**src/design/frontend_pkg.sv**
```systemverilog
package frontend_pkg;

    localparam int XLEN        = 32;
    localparam int EXC_W       = 2;
    localparam int ENTRY_W     = 99;
    localparam int QUEUE_DEPTH = 8;
    localparam int PTR_W       = $clog2(QUEUE_DEPTH) + 1;  // extra wrap bit.

    // entry layout, top bit down: pc, instr, target, taken, exc.
    localparam int PC_LSB    = 67;
    localparam int INSTR_LSB = 35;
    localparam int TAKEN_BIT = 2;

    typedef logic [XLEN-1:0]    xlen_t;
    typedef logic [EXC_W-1:0]   exc_t;
    typedef logic [ENTRY_W-1:0] entry_t;
    typedef logic [4:0]         reg_idx_t;
    typedef logic [6:0]         opcode_t;

    localparam exc_t EXC_NONE     = 2'd0;
    localparam exc_t EXC_MISALIGN = 2'd1;
    localparam exc_t EXC_FAULT    = 2'd2;

    typedef enum logic [1:0] {
        Q_NORMAL,
        Q_WAIT_1,
        Q_WAIT_2
    } q_state_t;

    // major opcodes.
    localparam opcode_t OP_LUI    = 7'b0110111;
    localparam opcode_t OP_AUIPC  = 7'b0010111;
    localparam opcode_t OP_JAL    = 7'b1101111;
    localparam opcode_t OP_JALR   = 7'b1100111;
    localparam opcode_t OP_BRANCH = 7'b1100011;
    localparam opcode_t OP_LOAD   = 7'b0000011;
    localparam opcode_t OP_STORE  = 7'b0100011;
    localparam opcode_t OP_IMM    = 7'b0010011;
    localparam opcode_t OP_REG    = 7'b0110011;

endpackage
```
**src/design/queue_rd_if.sv**
```systemverilog
interface queue_rd_if;
    frontend_pkg::entry_t data_1;  // head.
    frontend_pkg::entry_t data_2;  // head plus one.
    logic                 ok_1;
    logic                 ok_2;
    logic                 pop_1;
    logic                 pop_2;

    modport queue (
        output data_1,
        output data_2,
        output ok_1,
        output ok_2,
        input  pop_1,
        input  pop_2
    );

    modport issue (
        input  data_1,
        input  data_2,
        input  ok_1,
        input  ok_2,
        output pop_1,
        output pop_2
    );
endinterface

```
**src/design/queue_wr_if.sv**
```systemverilog
interface queue_wr_if;
    logic                 ena_1;
    logic                 ena_2;   // only with ena_1.
    frontend_pkg::entry_t data_1;
    frontend_pkg::entry_t data_2;
    logic                 stall;

    modport packer (
        output ena_1,
        output ena_2,
        output data_1,
        output data_2,
        input  stall
    );

    modport queue (
        input  ena_1,
        input  ena_2,
        input  data_1,
        input  data_2,
        output stall
    );
endinterface

```
**src/design/frontend_queue.sv**
```systemverilog
module frontend_queue (
    input  logic                     clk,
    input  logic                     rst,
    input  logic                     flush,
    input  logic                     fetch_valid,
    input  frontend_pkg::xlen_t      fetch_pc,
    input  frontend_pkg::xlen_t      fetch_instr_1,
    input  frontend_pkg::xlen_t      fetch_instr_2,
    input  logic                     fetch_pred_taken,
    input  frontend_pkg::xlen_t      fetch_pred_target,
    input  logic                     fetch_fault,
    output logic                     fetch_stall,
    input  logic [1:0]               issue_slots,
    output logic                     dec_valid_1,
    output frontend_pkg::xlen_t      dec_pc_1,
    output frontend_pkg::opcode_t    dec_op_1,
    output frontend_pkg::reg_idx_t   dec_rd_1,
    output frontend_pkg::reg_idx_t   dec_rs1_1,
    output frontend_pkg::reg_idx_t   dec_rs2_1,
    output frontend_pkg::xlen_t      dec_imm_1,
    output logic                     dec_pred_taken_1,
    output frontend_pkg::exc_t       dec_exc_1,
    output logic                     dec_valid_2,
    output frontend_pkg::xlen_t      dec_pc_2,
    output frontend_pkg::opcode_t    dec_op_2,
    output frontend_pkg::reg_idx_t   dec_rd_2,
    output frontend_pkg::reg_idx_t   dec_rs1_2,
    output frontend_pkg::reg_idx_t   dec_rs2_2,
    output frontend_pkg::xlen_t      dec_imm_2,
    output logic                     dec_pred_taken_2,
    output frontend_pkg::exc_t       dec_exc_2
);
    queue_wr_if wr_if ();
    queue_rd_if rd_if ();

    assign fetch_stall = wr_if.stall;

    fetch_pack fetch_pack_i (
        .clk               (clk),
        .rst               (rst),
        .flush             (flush),
        .fetch_valid       (fetch_valid),
        .fetch_pc          (fetch_pc),
        .fetch_instr_1     (fetch_instr_1),
        .fetch_instr_2     (fetch_instr_2),
        .fetch_pred_target (fetch_pred_target),
        .fetch_pred_taken  (fetch_pred_taken),
        .fetch_fault       (fetch_fault),
        .wr                (wr_if.packer)
    );

    inst_queue inst_queue_i (
        .clk   (clk),
        .rst   (rst),
        .flush (flush),
        .wr    (wr_if.queue),
        .rd    (rd_if.queue)
    );

    issue_decode issue_decode_i (
        .clk              (clk),
        .rst              (rst),
        .flush            (flush),
        .issue_slots      (issue_slots),
        .rd               (rd_if.issue),
        .dec_valid_1      (dec_valid_1),
        .dec_pc_1         (dec_pc_1),
        .dec_op_1         (dec_op_1),
        .dec_rd_1         (dec_rd_1),
        .dec_rs1_1        (dec_rs1_1),
        .dec_rs2_1        (dec_rs2_1),
        .dec_imm_1        (dec_imm_1),
        .dec_pred_taken_1 (dec_pred_taken_1),
        .dec_exc_1        (dec_exc_1),
        .dec_valid_2      (dec_valid_2),
        .dec_pc_2         (dec_pc_2),
        .dec_op_2         (dec_op_2),
        .dec_rd_2         (dec_rd_2),
        .dec_rs1_2        (dec_rs1_2),
        .dec_rs2_2        (dec_rs2_2),
        .dec_imm_2        (dec_imm_2),
        .dec_pred_taken_2 (dec_pred_taken_2),
        .dec_exc_2        (dec_exc_2)
    );

endmodule

```
**src/design/issue_decode.sv**
```systemverilog
module issue_decode (
    input  logic                     clk,
    input  logic                     rst,
    input  logic                     flush,
    input  logic [1:0]               issue_slots,
    queue_rd_if.issue                rd,
    output logic                     dec_valid_1,
    output frontend_pkg::xlen_t      dec_pc_1,
    output frontend_pkg::opcode_t    dec_op_1,
    output frontend_pkg::reg_idx_t   dec_rd_1,
    output frontend_pkg::reg_idx_t   dec_rs1_1,
    output frontend_pkg::reg_idx_t   dec_rs2_1,
    output frontend_pkg::xlen_t      dec_imm_1,
    output logic                     dec_pred_taken_1,
    output frontend_pkg::exc_t       dec_exc_1,
    output logic                     dec_valid_2,
    output frontend_pkg::xlen_t      dec_pc_2,
    output frontend_pkg::opcode_t    dec_op_2,
    output frontend_pkg::reg_idx_t   dec_rd_2,
    output frontend_pkg::reg_idx_t   dec_rs1_2,
    output frontend_pkg::reg_idx_t   dec_rs2_2,
    output frontend_pkg::xlen_t      dec_imm_2,
    output logic                     dec_pred_taken_2,
    output frontend_pkg::exc_t       dec_exc_2
);
    logic [1:0]          avail;
    logic [1:0]          n_pop;
    frontend_pkg::xlen_t instr_1;
    frontend_pkg::xlen_t instr_2;

    // sign-extended immediate by format.
    function automatic frontend_pkg::xlen_t imm_gen(input frontend_pkg::xlen_t ins);
        frontend_pkg::xlen_t imm;
        case (frontend_pkg::opcode_t'(ins[6:0]))
            frontend_pkg::OP_LOAD, frontend_pkg::OP_IMM, frontend_pkg::OP_JALR:
                imm = {{20{ins[31]}}, ins[31:20]};
            frontend_pkg::OP_STORE:
                imm = {{20{ins[31]}}, ins[31:25], ins[11:7]};
            frontend_pkg::OP_BRANCH:
                imm = {{19{ins[31]}}, ins[31], ins[7], ins[30:25], ins[11:8], 1'b0};
            frontend_pkg::OP_LUI, frontend_pkg::OP_AUIPC:
                imm = {ins[31:12], 12'b0};
            frontend_pkg::OP_JAL:
                imm = {{11{ins[31]}}, ins[31], ins[19:12], ins[20], ins[30:21], 1'b0};
            frontend_pkg::OP_REG:
                imm = '0;  // no immediate.
            default:
                imm = '0;
        endcase
        return imm;
    endfunction

    assign avail    = {1'b0, rd.ok_1} + {1'b0, rd.ok_2};
    assign n_pop    = (issue_slots < avail) ? issue_slots : avail;
    assign rd.pop_1 = (n_pop != 2'd0);
    assign rd.pop_2 = (n_pop == 2'd2);

    assign instr_1 = rd.data_1[frontend_pkg::INSTR_LSB +: frontend_pkg::XLEN];
    assign instr_2 = rd.data_2[frontend_pkg::INSTR_LSB +: frontend_pkg::XLEN];

    always_ff @(posedge clk) begin
        if (rst || flush) begin
            dec_valid_1 <= 1'b0;
            dec_valid_2 <= 1'b0;
        end else begin
            dec_valid_1 <= rd.pop_1;
            dec_valid_2 <= rd.pop_2;
        end
    end

    always_ff @(posedge clk) begin
        if (rd.pop_1) begin
            dec_pc_1         <= rd.data_1[frontend_pkg::PC_LSB +: frontend_pkg::XLEN];
            dec_op_1         <= instr_1[6:0];
            dec_rd_1         <= instr_1[11:7];
            dec_rs1_1        <= instr_1[19:15];
            dec_rs2_1        <= instr_1[24:20];
            dec_imm_1        <= imm_gen(instr_1);
            dec_pred_taken_1 <= rd.data_1[frontend_pkg::TAKEN_BIT];
            dec_exc_1        <= rd.data_1[frontend_pkg::EXC_W-1:0];
        end
        if (rd.pop_2) begin
            dec_pc_2         <= rd.data_2[frontend_pkg::PC_LSB +: frontend_pkg::XLEN];
            dec_op_2         <= instr_2[6:0];
            dec_rd_2         <= instr_2[11:7];
            dec_rs1_2        <= instr_2[19:15];
            dec_rs2_2        <= instr_2[24:20];
            dec_imm_2        <= imm_gen(instr_2);
            dec_pred_taken_2 <= rd.data_2[frontend_pkg::TAKEN_BIT];
            dec_exc_2        <= rd.data_2[frontend_pkg::EXC_W-1:0];
        end
    end

    a_slot_order: assert property (@(posedge clk) disable iff (rst)
        dec_valid_2 |-> dec_valid_1);

endmodule

```
**src/design/inst_queue.sv**
```systemverilog
module inst_queue (
    input  logic     clk,
    input  logic     rst,
    input  logic     flush,
    queue_wr_if.queue wr,
    queue_rd_if.queue rd
);
    localparam int IDX_W = frontend_pkg::PTR_W - 1;

    frontend_pkg::entry_t           mem [frontend_pkg::QUEUE_DEPTH];
    frontend_pkg::entry_t           wait_reg_1;
    frontend_pkg::entry_t           wait_reg_2;
    frontend_pkg::q_state_t         state;
    frontend_pkg::q_state_t         state_nxt;
    logic [frontend_pkg::PTR_W-1:0] w_ptr;
    logic [frontend_pkg::PTR_W-1:0] r_ptr;
    logic [frontend_pkg::PTR_W-1:0] w_ptr_p1;
    logic [frontend_pkg::PTR_W-1:0] r_ptr_p1;
    logic [frontend_pkg::PTR_W-1:0] count;
    logic                           full;
    logic                           left_one;
    logic                           push_1;
    logic                           push_2;
    logic [1:0]                     push_cnt;
    logic [1:0]                     pop_cnt;
    frontend_pkg::entry_t           push_data_1;
    frontend_pkg::entry_t           push_data_2;
    logic                           wait_ld_1;
    logic                           wait_ld_2;
    frontend_pkg::entry_t           wait_data_1;

    assign w_ptr_p1 = w_ptr + 1'b1;
    assign r_ptr_p1 = r_ptr + 1'b1;
    assign count    = w_ptr - r_ptr;  // wrap bit keeps 0 and depth apart.
    assign full     = (count == frontend_pkg::PTR_W'(frontend_pkg::QUEUE_DEPTH));
    assign left_one = (count == frontend_pkg::PTR_W'(frontend_pkg::QUEUE_DEPTH - 1));

    assign rd.ok_1   = (count != '0) & ~flush;
    assign rd.ok_2   = (count > frontend_pkg::PTR_W'(1)) & ~flush;
    assign rd.data_1 = mem[r_ptr[IDX_W-1:0]];
    assign rd.data_2 = mem[r_ptr_p1[IDX_W-1:0]];

    assign wr.stall = full | left_one;

    always_comb begin
        pop_cnt = 2'd0;
        if (rd.pop_1 && rd.pop_2) begin
            if (rd.ok_1 && rd.ok_2) pop_cnt = 2'd2;
        end else if (rd.pop_1 && rd.ok_1) begin
            pop_cnt = 2'd1;
        end
    end

    always_comb begin
        state_nxt   = state;
        push_1      = 1'b0;
        push_2      = 1'b0;
        push_data_1 = wr.data_1;
        push_data_2 = wr.data_2;
        wait_ld_1   = 1'b0;
        wait_ld_2   = 1'b0;
        wait_data_1 = wr.data_1;
        case (state)
            frontend_pkg::Q_NORMAL: begin
                if (wr.ena_1) begin
                    if (full) begin
                        wait_ld_1 = 1'b1;
                        wait_ld_2 = wr.ena_2;
                        state_nxt = wr.ena_2 ? frontend_pkg::Q_WAIT_2 : frontend_pkg::Q_WAIT_1;
                    end else if (left_one && wr.ena_2) begin
                        push_1      = 1'b1;
                        wait_ld_1   = 1'b1;
                        wait_data_1 = wr.data_2;  // second entry parks.
                        state_nxt   = frontend_pkg::Q_WAIT_1;
                    end else begin
                        push_1 = 1'b1;
                        push_2 = wr.ena_2;
                    end
                end
            end
            frontend_pkg::Q_WAIT_1: begin
                if (!full) begin
                    push_1      = 1'b1;
                    push_data_1 = wait_reg_1;
                    state_nxt   = frontend_pkg::Q_NORMAL;
                end
            end
            frontend_pkg::Q_WAIT_2: begin
                if (!full && !left_one) begin
                    push_1      = 1'b1;
                    push_2      = 1'b1;
                    push_data_1 = wait_reg_1;
                    push_data_2 = wait_reg_2;
                    state_nxt   = frontend_pkg::Q_NORMAL;
                end else if (left_one) begin
                    // one slot; older entry goes first.
                    push_1      = 1'b1;
                    push_data_1 = wait_reg_1;
                    wait_ld_1   = 1'b1;
                    wait_data_1 = wait_reg_2;
                    state_nxt   = frontend_pkg::Q_WAIT_1;
                end
            end
            default: state_nxt = frontend_pkg::Q_NORMAL;
        endcase
    end

    assign push_cnt = {1'b0, push_1} + {1'b0, push_2};

    always_ff @(posedge clk) begin
        if (rst || flush) begin
            w_ptr <= '0;
            r_ptr <= '0;
            state <= frontend_pkg::Q_NORMAL;
        end else begin
            w_ptr <= w_ptr + frontend_pkg::PTR_W'(push_cnt);
            r_ptr <= r_ptr + frontend_pkg::PTR_W'(pop_cnt);
            state <= state_nxt;
        end
    end

    always_ff @(posedge clk) begin
        if (push_1) mem[w_ptr[IDX_W-1:0]] <= push_data_1;
        if (push_2) mem[w_ptr_p1[IDX_W-1:0]] <= push_data_2;
        if (wait_ld_1) wait_reg_1 <= wait_data_1;
        if (wait_ld_2) wait_reg_2 <= wr.data_2;
    end

    a_pop_ok: assert property (@(posedge clk) disable iff (rst)
        (rd.pop_1 |-> rd.ok_1) and (rd.pop_2 |-> (rd.pop_1 && rd.ok_2)));

    a_ena_order: assert property (@(posedge clk) disable iff (rst)
        wr.ena_2 |-> wr.ena_1);

    a_count_max: assert property (@(posedge clk) disable iff (rst)
        count <= frontend_pkg::PTR_W'(frontend_pkg::QUEUE_DEPTH));

    // packer must honour the stall seen at the last edge.
    a_wait_no_write: assert property (@(posedge clk) disable iff (rst || flush)
        (state != frontend_pkg::Q_NORMAL && $past(wr.stall)) |-> !wr.ena_1);

endmodule

```
**src/design/fetch_pack.sv**
```systemverilog
module fetch_pack (
    input  logic                clk,
    input  logic                rst,
    input  logic                flush,
    input  logic                fetch_valid,
    input  frontend_pkg::xlen_t fetch_pc,
    input  frontend_pkg::xlen_t fetch_instr_1,
    input  frontend_pkg::xlen_t fetch_instr_2,
    input  frontend_pkg::xlen_t fetch_pred_target,
    input  logic                fetch_pred_taken,
    input  logic                fetch_fault,
    queue_wr_if.packer          wr
);
    logic                bundle_vld;
    logic                take;
    frontend_pkg::xlen_t pc_q;
    frontend_pkg::xlen_t instr_1_q;
    frontend_pkg::xlen_t instr_2_q;
    frontend_pkg::xlen_t target_q;
    logic                taken_q;
    logic                fault_q;
    logic                dual;
    frontend_pkg::exc_t  exc;
    frontend_pkg::xlen_t pc_plus_4;
    frontend_pkg::xlen_t tgt_1;
    frontend_pkg::xlen_t tgt_2;
    logic                tk_1;
    logic                tk_2;

    assign take = fetch_valid & ~wr.stall;  // no new bundle under stall.

    always_ff @(posedge clk) begin
        if (rst || flush) begin
            bundle_vld <= 1'b0;
        end else begin
            bundle_vld <= take;
        end
    end

    always_ff @(posedge clk) begin
        if (take) begin
            pc_q      <= fetch_pc;
            instr_1_q <= fetch_instr_1;
            instr_2_q <= fetch_instr_2;
            target_q  <= fetch_pred_target;
            taken_q   <= fetch_pred_taken;
            fault_q   <= fetch_fault;
        end
    end

    always_comb begin
        if (fault_q) exc = frontend_pkg::EXC_FAULT;
        else if (pc_q[1:0] != 2'b00) exc = frontend_pkg::EXC_MISALIGN;
        else exc = frontend_pkg::EXC_NONE;
    end

    // second slot only for an 8-byte aligned, clean bundle.
    assign dual      = (pc_q[2:0] == 3'b000) & ~fault_q;
    assign pc_plus_4 = pc_q + 32'd4;

    // prediction rides on the last valid slot.
    always_comb begin
        tgt_1 = '0;
        tk_1  = 1'b0;
        tgt_2 = '0;
        tk_2  = 1'b0;
        if (taken_q) begin
            if (dual) begin
                tgt_2 = target_q;
                tk_2  = 1'b1;
            end else begin
                tgt_1 = target_q;
                tk_1  = 1'b1;
            end
        end
    end

    assign wr.ena_1  = bundle_vld;
    assign wr.ena_2  = bundle_vld & dual;
    assign wr.data_1 = {pc_q, instr_1_q, tgt_1, tk_1, exc};
    assign wr.data_2 = {pc_plus_4, instr_2_q, tgt_2, tk_2, exc};

endmodule

```
**config.mk**
```make
export PLATFORM = sky130hd
export DESIGN_NAME = frontend_queue
export DESIGN_NICKNAME = d
export VERILOG_FILES = /design/src/design/frontend_pkg.sv /design/src/design/queue_rd_if.sv /design/src/design/queue_wr_if.sv /design/src/design/frontend_queue.sv /design/src/design/issue_decode.sv /design/src/design/inst_queue.sv /design/src/design/fetch_pack.sv
export SDC_FILE = /design/constraint.sdc
export NUM_CORES = 2
export LEC_CHECK = 0
export BUFFER_PORTS_ARGS = -buffer_cell sky130_fd_sc_hd__buf_2
export CORE_ASPECT_RATIO = 0.75
export CORE_MARGIN = 2
export CORE_UTILIZATION = 50
export CTS_CLUSTER_DIAMETER = 100
export DETAILED_ROUTE_END_ITERATION = 8
export PLACE_DENSITY = 0.69
export REMOVE_ABC_BUFFERS = 1
export SLEW_MARGIN = 5
export SYNTH_ARGS = -nofsm -noshare
export SYNTH_HDL_FRONTEND = slang
export SYNTH_HIERARCHICAL = 1
export SYNTH_SLANG_ARGS = --single-unit
```
**constraint.sdc**
```tcl
create_clock -name clk -period 22.3 [get_ports clk]
set_input_delay 2.23 -clock clk [delete_from_list [all_inputs] [get_ports clk]]
set_output_delay 2.23 -clock clk [all_outputs]
set_load 0.02 [all_outputs]
```
==> results.sh <==
export IMPL_hold_viol=0
export IMPL_dieArea_um2=97770
export IMPL_dp_slack_ps=16430
export IMPL_cts_setup_buffers=0
export IMPL_rsz0062_at_grt="no"
export IMPL_synthCells=2885
export IMPL_p_sw_uw=805.8
export IMPL_cts_resized=0
export IMPL_clkLatencyLatePin_ps=690
export IMPL_final_nets=3235
export IMPL_grt_overflow_total=0
export IMPL_drive_gt1_frac=0.2781
export IMPL_max_slew_worst_pin_slew_ps=1243
export IMPL_clock_sinks=959
export IMPL_tns_ps=0
export IMPL_start_util=0.5019
export IMPL_place_gp_congestion=0.7825
export IMPL_critPathTopFamily="simple AND/OR/NAND/NOR gates"
export IMPL_drt_wirelength_per_cell_um=30.40
export IMPL_outcome="finished clean"
export IMPL_cpPeakStageDelay_ps=780
export IMPL_crit_cells=7
export IMPL_intPower_uw=2983
export IMPL_end_kind="primary output"
export IMPL_grt_pass1_vias=29613
export IMPL_period_minus_slack_ps=6401
export IMPL_power_frac_clock=0.426
export IMPL_track_usage=0.2702
export IMPL_pwr_share_seq=0.534
export IMPL_synth_area_um2=47630
export IMPL_core_region_area_um2=94910
export IMPL_ant_nets=0
export IMPL_worstRegToRegCells=9
export IMPL_dr_pass1_iters=7
export IMPL_routed_wl_mm=134.0
export IMPL_rows=98
export IMPL_critical_path_cell_chain="inv_4 -> ha_1 -> xor2_1 -> nand3_1 -> nor3_1 -> a21o_1 -> buf_2"
export IMPL_ir_drop_v=0.00006767
export IMPL_finalCritPeriodShare=0.2870
export IMPL_hold_start="fetch_pack_i/instr_2_q[28]"
export IMPL_io_buffers=284
export IMPL_arrival_ps=4170
export IMPL_pin_count=317
export IMPL_comb_power_share=0.040
export IMPL_htree_levels=3
export IMPL_cts_hold_buf=0
export IMPL_cts_tree="built"
export IMPL_die_y_um=271.3
export IMPL_fin_util=0.5596
export IMPL_syn2layout_area_growth_pct=11.50
export IMPL_p_leak_uw=0.01752
export IMPL_relSlewSlack=0.1717
export IMPL_vias=28758
export IMPL_dieWidth_um=360.4
export IMPL_clk_pin_slew_ps=60
export IMPL_crit_buf_inv=2
export IMPL_grt_pass1_wl_mm=195.5
export IMPL_worstSetupPathType="register to primary output"
export IMPL_drc=0
export IMPL_grt_max_degree=121
export IMPL_start_kind="register"
export IMPL_crit_fanout=31
export IMPL_powerDensity_nw_per_um2=71.33
export IMPL_vias_per_cell=6.526
export IMPL_post_dp_hpwl_mm=76.13
export IMPL_hold_class="register to register"
export IMPL_r2r_start="inst_queue_i/r_ptr[1]"
export IMPL_clock_fmax_mhz=156.2
export IMPL_clk_path_buf_depth=3
export IMPL_fin_worst_skew_ps=37.20
export IMPL_finalSetupViolCount=0
export IMPL_cts_root_buf="clkbuf_16"
export IMPL_finalWorstSetupSlack_ps=15900
export IMPL_p_sw_frac=0.2127
export IMPL_drv_slew=0
export IMPL_grt_antenna_before_repair=5
export IMPL_cap_violations=0
export IMPL_critPathRequiredTime_ps=20070
export IMPL_ys_warn_count=6
export IMPL_fin_hold_ws_ps=485.3
export IMPL_cp_startpoint="inst_queue_i/r_ptr[2]"
export IMPL_avgSynthCellArea_um2=16.51
export IMPL_finalPower_uw=3788
export IMPL_numCtsBuffers=98
export IMPL_diodes=0
export IMPL_whs_path_depth=0
export IMPL_drtIter0Drc=3568
export IMPL_critPathSlowestCell="dfxtp_4"
-- routing by layer --
layer / wire length, um / global-route usage / part of all wire / up-vias
met3: 13920 / 0.05056 / 0.10 / 250
li1: - / - / - / 11950
met5: 0 / 0 / 0 / -
met1: 51520 / 0.3695 / 0.38 / 14905
met2: 64520 / 0.4431 / 0.48 / 1653
met4: 4036 / 0.08258 / 0.030 / 0
-- worst paths after layout --
check	slack, ps	to
worst min register to register	490	inst_queue_i/wait_reg_2[63]
worst max-delay path	15900	fetch_stall
worst min-delay path	490	inst_queue_i/wait_reg_2[63]
worst max register to register	16390	issue_decode_i/dec_imm_2[13]
-- metrics by stage --
stage,instances,area [um2]
6_report,4407,53110
5_1_grt,4407,53110
4_1_cts,4407,53110
3_5_place_dp,4230,50000
3_3_place_gp,4230,50000
2_1_floorplan,2641,46350
-- final cells by class --
class / count / area [um2]
Sequential cell: 959 / 28680
Multi-Input combinational cell: 1602 / 17610
Tap cell: 1250 / 1564
Fill cell: 7351 / 41800
Timing Repair Buffer: 339 / 1847
Clock buffer: 123 / 2619
Inverter: 80 / 302.8
Clock inverter: 54 / 488.0
-- flip-flops by register name, summed over array words and instances (netlist names), 32 cells and up --
register                  flops
inst_queue_i/mem            536
issue_decode_i/dec_pc_1      32
inst_queue_i/wait_reg_2      67
issue_decode_i/dec_pc_2      32
fetch_pack_i/pc_q            32
issue_decode_i/dec_imm_1     32
fetch_pack_i/instr_1_q       32
fetch_pack_i/instr_2_q       32
issue_decode_i/dec_imm_2     32
inst_queue_i/wait_reg_1      67
-- cells in the final DEF, fill, tap and decap left out, types with 58 or more instances in the layout --
| cell type | count |
|---|---|
| buf_2 | 284 |
| edfxtp_1 | 946 |
| nand2_1 | 224 |
| inv_1 | 79 |
| a222oi_1 | 67 |
| mux2i_1 | 594 |
| mux2_2 | 67 |
| a22oi_1 | 58 |
| mux4_2 | 268 |
| clkbuf_16 | 100 |
-- power by group through the flow --
stage          combinational [uW]  sequential [uW]  clock, uW
6_report                      152             2020       1610
5_1_grt                       166             2020       1710
4_1_cts                       151             2020       1640
3_5_place_dp                  150             2060          0
3_3_place_gp                  141             2060          0
2_1_floorplan                92.2             2070          0
Note: power is estimated with default switching activity, not from simulation.
